**config.mk**
```make
export PLATFORM = sky130hd
export DESIGN_NAME = operand_select
export DESIGN_NICKNAME = d
export VERILOG_FILES = /design/src/logic/dispatch_pkg.sv /design/src/logic/operand_select.sv
export VERILOG_INCLUDE_DIRS = /design/src /design/src/include
export SDC_FILE = /design/constraint.sdc
export NUM_CORES = 1
export LEC_CHECK = 0
export BUFFER_PORTS_ARGS = -buffer_cell sky130_fd_sc_hd__buf_2
export CAP_MARGIN = 20
export CORE_AREA = 4 4 341 343
export DETAILED_ROUTE_END_ITERATION = 16
export DIE_AREA = 0 0 345 347
export PLACE_DENSITY = 0.3
export SLEW_MARGIN = 40
export SYNTH_ARGS = -nofsm -noshare
export SYNTH_HDL_FRONTEND = slang
export SYNTH_SLANG_ARGS = --single-unit
export TNS_END_PERCENT = 20
```
**constraint.sdc**
```tcl
create_clock -name vclk -period 2.4
set_clock_uncertainty 0.1 [all_clocks]
set_input_delay 0.12 -clock vclk [all_inputs]
set_output_delay 0.12 -clock vclk [all_outputs]
set_load 0.02 [all_outputs]
```
**src/include/dispatch_settings.svh**
```systemverilog
`ifndef DISPATCH_SETTINGS_SVH
`define DISPATCH_SETTINGS_SVH

// Physical register file size
`define DISP_PREGS      64

// Reorder buffer slots where tags wrap
`define DISP_ROB_DEPTH  16

// Data word width
`define DISP_XLEN       32

// Result buses broadcast by the execution units
`define DISP_CDB_PORTS  2

`endif
```
**src/logic/dispatch_pkg.sv**
```systemverilog
`include "dispatch_settings.svh"

package dispatch_pkg;

    typedef logic [`DISP_XLEN-1:0]              word_t;
    typedef logic [$clog2(`DISP_PREGS)-1:0]     preg_t;
    typedef logic [$clog2(`DISP_ROB_DEPTH)-1:0] rob_tag_t;

    typedef enum logic [1:0] {
        FU_ALU0 = 2'd0,
        FU_ALU1 = 2'd1,
        FU_MEM  = 2'd2
    } fu_t;

    typedef struct packed {
        logic mem_read;
        logic mem_write;
        logic alu_src;      // Op2 comes from imm
        logic reg_write;
    } ctrl_t;

    // One renamed instruction
    typedef struct packed {
        logic  valid;
        word_t pc;
        preg_t rd;
        preg_t rd_old;      // Freed at commit
        preg_t rs1;
        preg_t rs2;
        word_t imm;
        ctrl_t ctrl;
    } disp_slot_t;

    typedef struct packed {
        logic  valid;
        preg_t tag;
        word_t data;
    } cdb_t;

    typedef struct packed {
        logic  rdy;
        logic  buf_valid;
        word_t buf_data;
    } src_state_t;

    typedef struct packed {
        logic  rdy;
        word_t data;
    } operand_t;

    typedef struct packed {
        preg_t rs1;
        preg_t rs2;
    } reg_req_t;

    typedef struct packed {
        word_t rs1_data;
        word_t rs2_data;
    } reg_resp_t;

    typedef struct packed {
        logic     valid;
        fu_t      fu;
        rob_tag_t rob_tag;
        word_t    pc;
        word_t    imm;
        ctrl_t    ctrl;
        preg_t    rd;
        operand_t op1;
        operand_t op2;
    } rs_entry_t;

    typedef struct packed {
        logic     valid;
        word_t    pc;
        preg_t    rd;
        preg_t    rd_old;
        rob_tag_t rob_tag;
        ctrl_t    ctrl;
    } rob_entry_t;

endpackage

```
**src/logic/operand_select.sv**
```systemverilog
`include "dispatch_settings.svh"

module operand_select (
    input  dispatch_pkg::disp_slot_t slot_a,
    input  dispatch_pkg::disp_slot_t slot_b,
    input  dispatch_pkg::cdb_t       cdb [`DISP_CDB_PORTS],
    output dispatch_pkg::reg_req_t   reg_req_a,
    output dispatch_pkg::reg_req_t   reg_req_b,
    input  dispatch_pkg::reg_resp_t  reg_resp_a,
    input  dispatch_pkg::reg_resp_t  reg_resp_b,
    output dispatch_pkg::preg_t      src_addr [4],
    input  dispatch_pkg::src_state_t src_state [4],
    input  dispatch_pkg::fu_t        fu_a,
    input  dispatch_pkg::fu_t        fu_b,
    input  dispatch_pkg::rob_tag_t   tag_a,
    input  dispatch_pkg::rob_tag_t   tag_b,
    output dispatch_pkg::rs_entry_t  rs_a,
    output dispatch_pkg::rs_entry_t  rs_b
);
    import dispatch_pkg::*;

    word_t    rf_data [4];
    operand_t opnd [4];
    logic [3:0] byp_hit;
    logic       a_writes;

    function automatic reg_req_t make_req(disp_slot_t s);
        reg_req_t r;
        r = '0;
        if (s.valid) begin
            r.rs1 = s.rs1;
            r.rs2 = s.rs2;
        end
        return r;
    endfunction

    function automatic rs_entry_t make_rs(disp_slot_t s, fu_t fu, rob_tag_t tag,
                                          operand_t op1, operand_t op2);
        rs_entry_t e;
        e = '0;
        if (s.valid) begin
            e.valid   = 1'b1;
            e.fu      = fu;
            e.rob_tag = tag;
            e.pc      = s.pc;
            e.imm     = s.imm;
            e.ctrl    = s.ctrl;
            e.rd      = s.rd;
            e.op1     = op1;
            e.op2     = op2;
        end
        return e;
    endfunction

    assign reg_req_a = make_req(slot_a);
    assign reg_req_b = make_req(slot_b);

    // Source order a.rs1, a.rs2, b.rs1, b.rs2
    assign src_addr[0] = reg_req_a.rs1;
    assign src_addr[1] = reg_req_a.rs2;
    assign src_addr[2] = reg_req_b.rs1;
    assign src_addr[3] = reg_req_b.rs2;

    assign rf_data[0] = reg_resp_a.rs1_data;
    assign rf_data[1] = reg_resp_a.rs2_data;
    assign rf_data[2] = reg_resp_b.rs1_data;
    assign rf_data[3] = reg_resp_b.rs2_data;

    assign a_writes = slot_a.valid && !slot_a.ctrl.mem_write;

    always_comb begin
        for (int i = 0; i < 4; i++) begin
            byp_hit[i]   = 1'b0;
            opnd[i].rdy  = src_state[i].rdy;
            opnd[i].data = src_state[i].buf_valid ? src_state[i].buf_data : rf_data[i];
            for (int p = `DISP_CDB_PORTS - 1; p >= 0; p--) begin  // Lowest port lands last
                if (cdb[p].valid && cdb[p].tag == src_addr[i]) begin
                    byp_hit[i]   = 1'b1;
                    opnd[i].rdy  = 1'b1;
                    opnd[i].data = cdb[p].data;
                end
            end
            if (src_addr[i] == '0) begin
                opnd[i].rdy  = 1'b1;
                opnd[i].data = '0;
            end
        end

        // Slot b waits on the producer in slot a
        for (int i = 2; i < 4; i++) begin
            if (a_writes && src_addr[i] != '0 && src_addr[i] == slot_a.rd && !byp_hit[i]) begin
                opnd[i].rdy = 1'b0;
            end
        end

        if (slot_a.ctrl.alu_src && !slot_a.ctrl.mem_write) begin
            opnd[1].rdy = 1'b1;     // Immediate operand
        end
        if (slot_b.ctrl.alu_src && !slot_b.ctrl.mem_write) begin
            opnd[3].rdy = 1'b1;
        end
    end

    assign rs_a = make_rs(slot_a, fu_a, tag_a, opnd[0], opnd[1]);
    assign rs_b = make_rs(slot_b, fu_b, tag_b, opnd[2], opnd[3]);

endmodule

```
# Word-level counts from Yosys, hierarchy flattened
# Cells that the tools add are included.
classes:
  reduce_logical: 27
  n_eq_ne: 10
  muxes: 28
ops:
  columns: ["op", "count"]
  rows:
  - ["33-bit two-way mux", 12]
  - ["147-bit two-way mux", 2]
  - ["32-bit two-way mux", 4]
  - ["6-bit equality test", 10]
  - ["6-bit logical NOT", 4]
  - ["12-bit two-way mux", 2]
  - ["1-bit logical AND", 17]
  - ["6-bit nonzero test", 2]
  - ["1-bit two-way mux", 8]
  - ["1-bit logical NOT", 4]
word_totals:
  output_inout_bits: 342
  input_bits: 540
  regBits: 0

# Longest topological paths before layout
depth:
  ltp_word: 10
  mapped_depth: 9

# Worst setup path after synthesis
# OpenSTA, ideal clock, no wires.
synth_path:
  path_kind: "input port to output port"
  from: "input port slot_b[92] in the netlist's numbering"
  to: "output port rs_b[0] in the netlist's numbering"
  slack_ps: 86
  n_path_buf: 3
  stages: 8
  arrival_ps: 2094
  cell_sequence: "buf_2 > buf_2 > and2_1 > a21oi_1 > o22ai_1 > clkbuf_1 > a221oi_1 > o32ai_1"
synth_rtl:
  columns: ["item", "line_no", "source"]
  rows:
  - ["start, declared", "operand_select.sv:5", "input dispatch_pkg::disp_slot_t slot_b,"]
  - ["end, declared", "operand_select.sv:18", "output dispatch_pkg::rs_entry_t rs_b"]

==> out/results.txt <==
fin util: 0.147
crit path cell chain: buf_12, bufbuf_16, and2_1, a21oi_1, buf_4, o22ai_4, buf_12, buf_4, a221oi_2, o31ai_4, buf_6
CP max stage cell: a221oi_2
num ports: 882
cts hold-fix bufs: 0
CP startpoint: slot_a[92]
peak supply drop: 0.0000750 V
Distinct cells, synth: 61
Avg WL per Cell: 28.6 um
commonest cells in the netlist: and2_1, nor2b_1, nor3_1
status: finished, violations left
CP Buf/Inv Count: 6
worst-path maximum fanout: 19
Placement Setup Slack: -0.722 ns
f_max: 413 MHz
Mapped Nets: 1704
Gate Count Post-Synth: 1164
failing checks: setup timing
PwrDens: 236 mW/mm2
Setup crit end kind: output pin
Cells after DPL: 3613
DR vias: 14100
Total GRT Usage: 0.163
row count: 124
Pre-antenna DRT Iters: 5
average size of a mapped cell: 6.48 um2
Setup Crit Path Kind: primary input to output pin
post-synth top area cell: and2_1
worst hold endpoint: rs_a[102]
Yosys warnings: 0
final net count: 2654
Core ar.: 0.114 mm2
Placement Cell Area: 0.0155 mm2
Syn Std Cell Area: 0.00755 mm2
hpwl dp: 92.4 mm
setup_tns: -0.0379 ns
Final Instance Area: 0.0167 mm2
Crit path max-delay family: buffers and inverters
Setup violations, final: 2
Initial Utilization: 0.0665
Tcrit/Tclk final: 1.01
initial antenna violation count: 78
# clk buffers: 0
path category of the worst min-delay check: primary input to output pin
largest net degree at the start of global routing: 83
top-area cell type share of the netlist area: 0.148
seq_cells: 0
Leakage: 7.55 nW
Slew Limit Fails: 0
gpl congestion: 0.873
Seq/Total Area, Yosys: 0
GRT overflow: 0
Total Wirelength: 104 mm
most instantiated library cell after synthesis: and2_1
Final Hold Vio Count: 0
fillers: 13400
Die Span X: 345 um
WP data arrival: 2.20 ns
DRT iter0 DRCs: 827
number of global-route vias before repair: 14500
hold path cells: 3
Vias/cell: 3.88
Port Buffers: 870
die height: 347 um
first-pass GRT wire length: 134 mm
Setup crit start kind: primary input
worst setup margin: -0.0240 ns
Tightest Pin Transition: 0.658 ns
Slew HR: 0.562
die area: 0.120 mm2
worst hold path startpoint: slot_a[30]
synth top area cells: and2_1, a221oi_1, nor2b_1
share of cells above drive strength 1: 0.591
min Tclk post-route: 2.42 ns
crit-path max cell delay: 0.45 ns
Syn-to-layout area delta: 121%
final non-filler cell total: 3644
RSZ-0062 raised after global routing: yes
maximum capacitance violations: 0
Routed Antenna Nets: 0
drt drc: 0
WP data required: 2.18 ns
Reg area: 0 um2
==> layer usage <==
layer / GRT usage / vias up / routed length (um)
li1: - / 6369 / -
met1: 0.219 / 6802 / 47200
met2: 0.258 / 772 / 46100
met3: 0.0540 / 143 / 9070
met4: 0.0238 / 42 / 1770
met5: 0 / - / 265
==> through the flow <==
step                power, mW  hold slack, ns
CTS                      3.86           0.466
global route             4.18           0.474
floorplan                1.59           0.253
finish                   3.94           0.465
global placement         3.73           0.464
detailed placement       3.72           0.466
==> repair_timing <==
action | 4_1_cts | 5_1_grt
setup endpoints to repair | 104 | 100
endpoints found under the hold margin | 0 | 0
pin swaps | 33 | 21
cloned | 2 | 0
setup buffers | 7 | 3
resized for setup | 114 | 99
==> cell usage in the layout, fill, tap and decap left out, types with 12 or more instances in the layout <==
master    Yosys  routed
and2_1      178     178
buf_12        0      49
mux2i_1      29      29
buf_2        36     811
nor2b_1     104     104
a32o_1       31      24
o21ai_0      42      38
o32ai_1      64      41
diode_2       0      20
buf_6         3      23
xnor2_1      17      14
nand2_1      13      12
a221oi_2      0      21
nor3_1      102      99
buf_4        35     231
nor2_1       22      22
or3_1        20      20
inv_1        56      56
o32ai_2       0      22
nand4_1      38      38
a221oi_1    101      74
nand3_1      20      18
o31ai_1      37      22
==> worst max path at each step <==
stage / to / cells after the start
after detailed placement: rs_a[7] / 11
final: rs_a[1] / 11
after global routing: rs_a[30] / 12
after global placement: rs_a[3] / 11
after floorplan: rs_b[0] / 8
after CTS: rs_a[7] / 11
==> cell type report <==
class	instances	area [um2]	area share
inverter	59	224	0.0134
multi-input combinational	932	7330	0.440
timing repair buffer	1121	7170	0.430
tap	1512	1890	0.114
antenna	20	50.0	0.00300
==> kinds of logic after synthesis <==
logic type	Yosys count	synth area share
buffers and inverters	232	0.142
AO/OA/AOI/OAI	344	0.373
AND/OR/NAND/NOR	537	0.421
multiplexers	29	0.0385
XOR/XNOR	22	0.0255
==> where the power goes <==
part           switching (mW)  internal (mW)
logic                    2.37           1.57
clock network               0    0.000000427
registers                   0              0
total                    2.37           1.57
No activity file was read; power rests on OpenSTA's default activity.
