[src/include/dispatch_settings.svh]
`ifndef DISPATCH_SETTINGS_SVH
`define DISPATCH_SETTINGS_SVH

// Physical register file size
`define DISP_PREGS      64

// Reorder buffer slots where tags wrap
`define DISP_ROB_DEPTH  16

// Data word width
`define DISP_XLEN       32

// Result buses broadcast by the execution units
`define DISP_CDB_PORTS  2

`endif
[src/logic/dispatch_pkg.sv]
`include "dispatch_settings.svh"

package dispatch_pkg;

    typedef logic [`DISP_XLEN-1:0]              word_t;
    typedef logic [$clog2(`DISP_PREGS)-1:0]     preg_t;
    typedef logic [$clog2(`DISP_ROB_DEPTH)-1:0] rob_tag_t;

    typedef enum logic [1:0] {
        FU_ALU0 = 2'd0,
        FU_ALU1 = 2'd1,
        FU_MEM  = 2'd2
    } fu_t;

    typedef struct packed {
        logic mem_read;
        logic mem_write;
        logic alu_src;      // Op2 comes from imm
        logic reg_write;
    } ctrl_t;

    // One renamed instruction
    typedef struct packed {
        logic  valid;
        word_t pc;
        preg_t rd;
        preg_t rd_old;      // Freed at commit
        preg_t rs1;
        preg_t rs2;
        word_t imm;
        ctrl_t ctrl;
    } disp_slot_t;

    typedef struct packed {
        logic  valid;
        preg_t tag;
        word_t data;
    } cdb_t;

    typedef struct packed {
        logic  rdy;
        logic  buf_valid;
        word_t buf_data;
    } src_state_t;

    typedef struct packed {
        logic  rdy;
        word_t data;
    } operand_t;

    typedef struct packed {
        preg_t rs1;
        preg_t rs2;
    } reg_req_t;

    typedef struct packed {
        word_t rs1_data;
        word_t rs2_data;
    } reg_resp_t;

    typedef struct packed {
        logic     valid;
        fu_t      fu;
        rob_tag_t rob_tag;
        word_t    pc;
        word_t    imm;
        ctrl_t    ctrl;
        preg_t    rd;
        operand_t op1;
        operand_t op2;
    } rs_entry_t;

    typedef struct packed {
        logic     valid;
        word_t    pc;
        preg_t    rd;
        preg_t    rd_old;
        rob_tag_t rob_tag;
        ctrl_t    ctrl;
    } rob_entry_t;

endpackage

[src/logic/issue_allocator.sv]
module issue_allocator (
    input  logic                     clk,
    input  logic                     reset,
    input  dispatch_pkg::disp_slot_t slot_a,
    input  dispatch_pkg::disp_slot_t slot_b,
    output dispatch_pkg::fu_t        fu_a,
    output dispatch_pkg::fu_t        fu_b,
    output dispatch_pkg::rob_tag_t   tag_a,
    output dispatch_pkg::rob_tag_t   tag_b,
    output dispatch_pkg::rob_entry_t rob_a,
    output dispatch_pkg::rob_entry_t rob_b
);
    import dispatch_pkg::*;

    logic     alu_ptr;      // Next ALU to hand out
    rob_tag_t rob_ptr;
    logic     alu_a;
    logic     alu_b;
    logic [1:0] n_valid;

    function automatic fu_t alu_fu(logic sel);
        return sel ? FU_ALU1 : FU_ALU0;
    endfunction

    function automatic rob_entry_t make_rob(disp_slot_t s, rob_tag_t tag);
        rob_entry_t e;
        e = '0;
        if (s.valid) begin
            e.valid   = 1'b1;
            e.pc      = s.pc;
            e.rd      = s.rd;
            e.rd_old  = s.rd_old;
            e.rob_tag = tag;
            e.ctrl    = s.ctrl;
        end
        return e;
    endfunction

    assign alu_a   = slot_a.valid && !slot_a.ctrl.mem_read;
    assign alu_b   = slot_b.valid && !slot_b.ctrl.mem_read;
    assign n_valid = {1'b0, slot_a.valid} + {1'b0, slot_b.valid};

    always_comb begin
        fu_a = FU_ALU0;
        fu_b = FU_ALU0;
        if (slot_a.valid) begin
            fu_a = slot_a.ctrl.mem_read ? FU_MEM : alu_fu(alu_ptr);
        end
        if (slot_b.valid) begin
            fu_b = slot_b.ctrl.mem_read ? FU_MEM : alu_fu(alu_ptr ^ alu_a);  // Other ALU if a took one
        end
    end

    assign tag_a = rob_ptr;
    assign tag_b = rob_ptr + rob_tag_t'(slot_a.valid);

    always_ff @(posedge clk) begin
        if (reset) begin
            alu_ptr <= 1'b0;
            rob_ptr <= '0;
        end else begin
            alu_ptr <= alu_ptr ^ alu_a ^ alu_b;
            rob_ptr <= rob_ptr + rob_tag_t'(n_valid);   // Wraps with the ROB
        end
    end

    assign rob_a = make_rob(slot_a, tag_a);
    assign rob_b = make_rob(slot_b, tag_b);

    b_needs_a: assert property (@(posedge clk) disable iff (reset)
        slot_b.valid |-> slot_a.valid);

endmodule

[config.mk]
export PLATFORM = sky130hd
export DESIGN_NAME = issue_allocator
export DESIGN_NICKNAME = d
export VERILOG_FILES = /design/src/logic/dispatch_pkg.sv /design/src/logic/issue_allocator.sv
export VERILOG_INCLUDE_DIRS = /design/src /design/src/include
export SDC_FILE = /design/constraint.sdc
export NUM_CORES = 1
export LEC_CHECK = 0
export ABC_AREA = 0
export BUFFER_PORTS_ARGS = -buffer_cell sky130_fd_sc_hd__buf_2
export CAP_MARGIN = 20
export CORE_AREA = 5 5 114 116
export CTS_CLUSTER_SIZE = 14
export DETAILED_ROUTE_END_ITERATION = 6
export DIE_AREA = 0 0 119 121
export GPL_TIMING_DRIVEN = 0
export PLACE_DENSITY = 0.47
export RECOVER_POWER = 50
export SLEW_MARGIN = 20
export SYNTH_ARGS = -nofsm -noshare
export SYNTH_HDL_FRONTEND = slang
export SYNTH_SLANG_ARGS = --single-unit
[constraint.sdc]
create_clock -name clk -period 1.8 [get_ports clk]
set_input_delay 0.18 -clock clk [delete_from_list [all_inputs] [get_ports clk]]
set_output_delay 0.18 -clock clk [all_outputs]
set_load 0.005 [all_outputs]
# Word-level counts from Yosys, hierarchy flattened
# Cells that the tools add are included.
# W data, S select, Z words.
op_classes:
  addsub: 3
  n_mux: 8
  bitwise_logic: 2
  reduce_logical: 4
op_table:
  columns: ["cell", "count"]
  rows:
  - ["$mux W53", 2]
  - ["$mux W2", 4]
  - ["$add A4 B1 Y4", 1]
  - ["$add A4 B2 Y4", 1]
  - ["$add A1 B1 Y2", 1]
  - ["$logic_and A1 B1 Y1", 2]
  - ["$logic_not A1 Y1", 2]
  - ["$mux W1", 2]
  - ["$xor A1 B1 Y1", 2]
word_totals:
  ff_bits: 5
  wordCells: 19
  output_inout_bits: 118
  in_bits: 188

# Depth between registers and ports, before layout
# Gate-level depths: netlist of the first run.
logic_depth:
  word_depth: 6
  ltp_mapped: 7
  ltp_nobuf: 6

# Worst setup path after synthesis of the first run
# No wires, ideal clock.
synth_path:
  path_kind: "input -> register"
  startpoint: "input port slot_a[92] (netlist bit)"
  endpoint: "register rob_ptr[3] (netlist: tag_a[3])"
  setup_slack_ps: 389
  required_ps: 1730
  setup_ps: 70
  arrival_time_ps: 1341
  path_stages: 5
  path_buffers: 1
  path_cell_list: "clkbuf_1 inv_1 fa_1 or3_1 a21oi_1"
synth_via:
  elab_chain_cells: 2
synth_lines:
  columns: ["item", "line_no", "text"]
  rows:
  - ["start: declaration", "issue_allocator.sv:4", "input dispatch_pkg::disp_slot_t slot_a,"]
  - ["$add A1 B1 Y2", "issue_allocator.sv:41", "assign n_valid = {1'b0, slot_a.valid} + {1'b0, slot_b.valid};"]
  - ["$add A4 B2 Y4", "issue_allocator.sv:63", "rob_ptr <= rob_ptr + rob_tag_t'(n_valid);"]
  - ["end signal: assignment", "issue_allocator.sv:63", null]
  - ["end: declaration", "issue_allocator.sv:16", "rob_tag_t rob_ptr;"]
# Every way passes these cells.
# A chain may end at the register's enable or synchronous reset.

# Final worst setup path of the first run
# Same ends and word-level chain as after synthesis.

==> metrics.csv, run 1 <==
metric,value,unit
# fillers,1349,
Worst VDD drop,176,uV
Antenna Cells,0,
1st-iter DRT viols,15,
final worst path period share,89.3,%
Post-Place Cells,515,
"commonest non-fill, non-tap cell in the layout",buf_2,
worst r2r src,tag_a[0],
cells after synthesis,151,
DRC Markers,0,
Crit path required time,1.96,ns
CP startpoint,slot_a[92],
drt pass-1 iters,3,
I/O pin total,306,
"Worst Setup Slack, final",0.193,ns
Post-CTS Repair Setup Buffers,0,
YS warnings,0,
syn nets,344,
via/cell ratio,3.49,
first-pass GRT wire length,8510,um
Bufs and invs on worst path,3,
clock insertion delay at the later pin of the skew report,0.22,ns
total CTS buffers,3,
post-route ant nets,0,
CTS tree,done,
Post-Syn Area per Cell,6.80,um2
max incr delay on CP,0.46,ns
DR vias,1812,
Slew Limit Fails,0,
Die ar.,14400,um2
Worst Path Max Fanout,11,
crit start category,input pin,
# rows,40,
gr ovfl total,0,
Fin Clk Skew,0.000398,ns
vias in the first global route,1861,
DPL Wire Length,5370,um
die height,121,um
crit end category,flip-flop,
most frequent cells in the layout,"buf_2, and2_1, and2_0, clkbuf_1, dfxtp_1",
R2R cell count,4,
final wirelength,5860,um
r2r setup slk,0.42,ns
clock-pin slew on the worst setup and hold paths,0.03,ns
Tot Pwr,970,uW
final instance area,2350,um2
Pwr per Cell Area,413,nW/um2
cts hold-fix bufs,0,
Area Growth Syn to Fin,129,%
Tmin final,1.61,ns
H-tree Lvls,1,
placed instance area,2300,um2
FMAX,0.622,GHz
sequential area share after synthesis,9.74,%
port bufs,217,
Hold Startpoint,reset,
Worst Hold Class,in2reg,
Clock Path Buffers,2,
final-stage net count,566,
clock sink count,5,
layout cells sized above 1,55.6,%
hold depth,2,
Slew HR,76.8,%
worst slew pin tran,0.348,ns
Placer Congestion,0.831,
All-Layer GR Usage,7.10,%
fin util,19.9,%
Yosys reg bits,5,
CORE AREA,11800,um2
Fin. Hold Viols,0,
CP max-delay cell,fa_1,
"Critical Path, Cell by Cell","buf_2, clkbuf_1, inv_1, fa_1, or3_1, a21oi_1",
Post-Layout Cell Count,519,
DR WL/cell,11.3,um
leakage,1.37,nW
Initial Util,8.70,%
Hold EP,tag_a[0],
Setup Crit Path Kind,in2reg,
max_cap viols,0,
post_cts resized,0,
Netlist cell types,20,
largest net degree at the start of global routing,12,
WHS,0.200,ns
setup tns final,0,ns
reg-to-reg endpoint,tag_a[3],
initial antenna violation count,0,
outcome,finished clean,
die width,119,um
# setup viols final,0,
Post-Syn Area,1030,um2
Place WS,-0.112,ns
root buf cell,clkbuf_16,
Worst EP arrival,1.76,ns
"delay-heaviest family, CP",buffers and inverters,
RSZ-0062 raised after global routing,no,
[sequential cells by signal, summed over array words and instances (netlist names)]
signal and flops:
tag_a 4, alu_ptr 1
[area by class of cell]
type / count / area [um2] / share of cell area (%)
Inverter: 4 / 15.0 / 0.639
Timing Repair Buffer: 217 / 1060 / 45.3
Buffer: 14 / 67.6 / 2.88
Clock buffer: 4 / 78.8 / 3.35
Multi-Input combinational cell: 128 / 840 / 35.7
Tap cell: 147 / 184 / 7.83
Sequential cell: 5 / 100 / 4.26
[metal layers]
layer  vias to the layer above  global-route usage, %  part of all wire (%)
li1                        887                      -                     -
met1                       762                   7.16                    37
met2                       161                   13.9                    50
met3                         2                   2.28                    12
met4                         0                   1.88                  0.24
met5                         -                      0                     0
[kinds of logic (layout without fill, tap and decap cells)]
kind of cell,Yosys count,count (layout),synth area share [%]
XOR/XNOR,5,5,4.26
AND/OR/NAND/NOR,115,115,68.6
buffers and inverters,18,239,8.53
AO/OA/AOI/OAI,2,2,0.973
multiplexers,1,1,1.10
flip-flops,5,5,9.74
adder cells (fa/ha/maj),5,5,6.82
[synth_stat cells]
cell	n	area, um2
a21oi_1	1	5.00
and2_1	103	644
and2b_1	1	7.51
buf_2	4	20.0
buf_4	4	30.0
clkbuf_1	6	22.5
dfxtp_1	5	100
fa_1	1	20.0
ha_1	4	50.1
inv_1	4	15.0
mux2_1	1	11.3
nand2_1	2	7.51
nand2b_1	1	6.26
nand3_1	1	5.00
nor2_1	4	15.0
nor2b_1	2	12.5
o21ai_0	1	5.00
or3_1	1	6.26
xnor2_1	4	35.0
xor2_1	1	8.76
[where the power goes]
group          switching (mW)  internal [mW]  leakage [nW]
logic                   0.202          0.262          1.29
registers              0.0199          0.125        0.0412
clock network          0.0686          0.293        0.0382
total                   0.290          0.680          1.37
[worst max-delay path by stage]
| stage | to | cells past startpoint |
|---|---|---|
| final | tag_a[3] | 6 |
| after floorplan | tag_a[3] | 5 |
| after global routing | tag_a[3] | 6 |
| after global placement | tag_a[3] | 6 |
| after detailed placement | tag_a[3] | 6 |
| after CTS | tag_a[3] | 6 |
[worst reg2reg max path, cell delays in order, from the launching register on]
cell and delay [ns]:
dfxtp_1 0.37, inv_1 0.07, fa_1 0.40, or3_1 0.35, a21oi_1 0.13
No activity file was read; power rests on OpenSTA's default activity.
==> run 2, diff against run 1 <==
- ABC_AREA: 0 -> 1
- CORE_AREA: 5 5 114 116 -> 5 5 115 117
- DIE_AREA: 0 0 119 121 -> 0 0 120 122
- PLACE_DENSITY: 0.47 -> 0.48
==> run 2 against run 1 <==
Effect of this change:
- cell count increased by 23%
- clock power hardly changed
- setup slack improved by 0.051 ns
- wire length increased by 21%
- clock skew increased by 0.00084 ns
- clock-buffer cell count unchanged
- core utilization is 0.52 points higher
- combinational power rose by 9.3%
- non-clock buffer count rose by 1
- total power grew 4.3%
- largest cell class unchanged
- highest routed layer is now met5
==> metrics.csv, run 2 <==
metric,value,unit
outcome,finished clean,
Post-Syn Area,1210,um2
DRC Markers,0,
via/cell ratio,3.29,
die height,122,um
max incr delay on CP,0.42,ns
RSZ-0062 raised after global routing,no,
"delay-heaviest family, CP",buffers and inverters,
CP max-delay cell,fa_1,
root buf cell,clkbuf_16,
Worst Path Max Fanout,10,
max_cap viols,0,
Yosys top cell area share,33.0,%
Yosys reg bits,5,
Worst VDD drop,322,uV
Bufs and invs on worst path,5,
Slew HR,71.8,%
Netlist cell types,20,
Hold EP,tag_a[0],
Post-Syn Area per Cell,4.55,um2
CORE AREA,12300,um2
crit end category,flip-flop,
"top cells by area, synth","nand2_1, inv_1, dfxtp_1, inv_2, buf_4",
# rows,41,
Tot Pwr,1.01,mW
Fin Clk Skew,0.00124,ns
YS warnings,0,
Die ar.,14600,um2
Hold Startpoint,reset,
Worst Hold Class,in2reg,
Post-CTS Repair Setup Buffers,0,
drt pass-1 iters,4,
crit start category,input pin,
Crit path required time,1.91,ns
Initial Util,9.84,%
All-Layer GR Usage,8.49,%
Slew Limit Fails,0,
reg-to-reg endpoint,tag_a[2],
worst r2r src,tag_a[0],
post-route ant nets,0,
Placer Congestion,0.706,
Clock Path Buffers,2,
1st-iter DRT viols,40,
"count leader, synth",nand2_1,
clock-pin slew on the worst setup and hold paths,0.03,ns
setup tns final,0,ns
Worst EP arrival,1.67,ns
DR vias,2090,
vias in the first global route,1794,
Tmin final,1.56,ns
R2R cell count,6,
clock sink count,5,
H-tree Lvls,1,
die width,120,um
DPL Wire Length,6510,um
I/O pin total,306,
leakage,2.07,nW
clock insertion delay at the later pin of the skew report,0.22,ns
gr ovfl total,0,
initial antenna violation count,2,
layout cells sized above 1,44.0,%
CTS tree,done,
Setup Crit Path Kind,in2reg,
most frequent cells in the layout,"buf_2, nand2_1, inv_1, clkbuf_1, inv_2",
Post-synth top flop,dfxtp_1,
FMAX,0.642,GHz
Area Growth Syn to Fin,107,%
Antenna Cells,0,
"Worst Setup Slack, final",0.243,ns
hold depth,2,
sequential area share after synthesis,8.30,%
port bufs,217,
worst slew pin tran,0.424,ns
"Critical Path, Cell by Cell","buf_2, buf_4, buf_2, inv_1, fa_1, inv_1, ha_1, xnor2_1, nor2_1",
largest net degree at the start of global routing,11,
Fin. Hold Viols,0,
DR WL/cell,11.2,um
first-pass GRT wire length,9720,um
cells after synthesis,265,
post_cts resized,0,
ys async rst share,0,%
total CTS buffers,3,
final-stage net count,680,
Pwr per Cell Area,404,nW/um2
# setup viols final,0,
max reg flops,4,
Post-synth EDFFs,0,
synth cell count leaders,"nand2_1, inv_1, inv_2",
Post-Place Cells,632,
syn nets,458,
final worst path period share,86.5,%
r2r setup slk,0.42,ns
cts hold-fix bufs,0,
WHS,0.184,ns
"commonest non-fill, non-tap cell in the layout",buf_2,
Post-Layout Cell Count,636,
final wirelength,7120,um
Place WS,-0.0504,ns
Synth area leader,nand2_1,
## run 2: metal layers
metal / vias to the layer above / track usage, % / wire length (um)
met3: 6 / 3.90 / 917
met2: 123 / 14.6 / 3240
li1: 1130 / - / -
met1: 827 / 10.1 / 2900
met5: - / 0 / 27
met4: 4 / 0.859 / 23
## run 2: kinds of logic (layout without fill, tap and decap cells)
kind of cell / Yosys count / count (layout) / share of synthesized area [%]
fa+ha+maj: 5 / 5 / 5.81
xor+xnor: 1 / 1 / 0.726
flops: 5 / 5 / 8.30
buf+inv: 127 / 348 / 42.7
simple gates: 120 / 120 / 38.8
compound gates: 7 / 7 / 3.63
## run 2: cell type report
class	count	area, um2
well taps	150	188
clock buffers	4	78.8
multi-input cells	133	591
repair buffers	217	1040
flip-flops and latches	5	100
fillers	1477	9760
inverters	112	420
plain buffers	15	86.3
## run 2: metrics by stage
step,util [%],cell area (um2)
final,20.4,2500
after global routing,20.4,2500
after CTS,20.9,2560
after detailed placement,20.2,2480
after global placement,20.2,2480
after floorplan,-,1210
## run 2: how the worst max path moves through the flow
stage | start | end | slack, ns | cells after the start
detailed placement | slot_a[92] | tag_a[2] | -0.05 | 9
finish | slot_a[92] | tag_a[2] | 0.24 | 9
global placement | slot_a[92] | tag_a[2] | -0.03 | 9
global route | slot_b[92] | rob_b[42] | 0.03 | 6
CTS | slot_a[92] | tag_a[2] | 0.18 | 9
floorplan | slot_a[92] | tag_a[2] | 0.36 | 8
## run 2: worst register-to-register path, stage by stage (launching register included)
cell and delay [ns]:
dfxtp_1 0.40, inv_1 0.08, fa_1 0.36, inv_1 0.10, ha_1 0.16, xnor2_1 0.11, nor2_1 0.05
## run 2: where the power goes
part	switching (mW)	leakage (nW)	internal, mW
Sequential	0.0202	0.0412	0.124
Combinational	0.264	1.99	0.243
Clock	0.0673	0.0382	0.293
Total	0.352	2.07	0.660
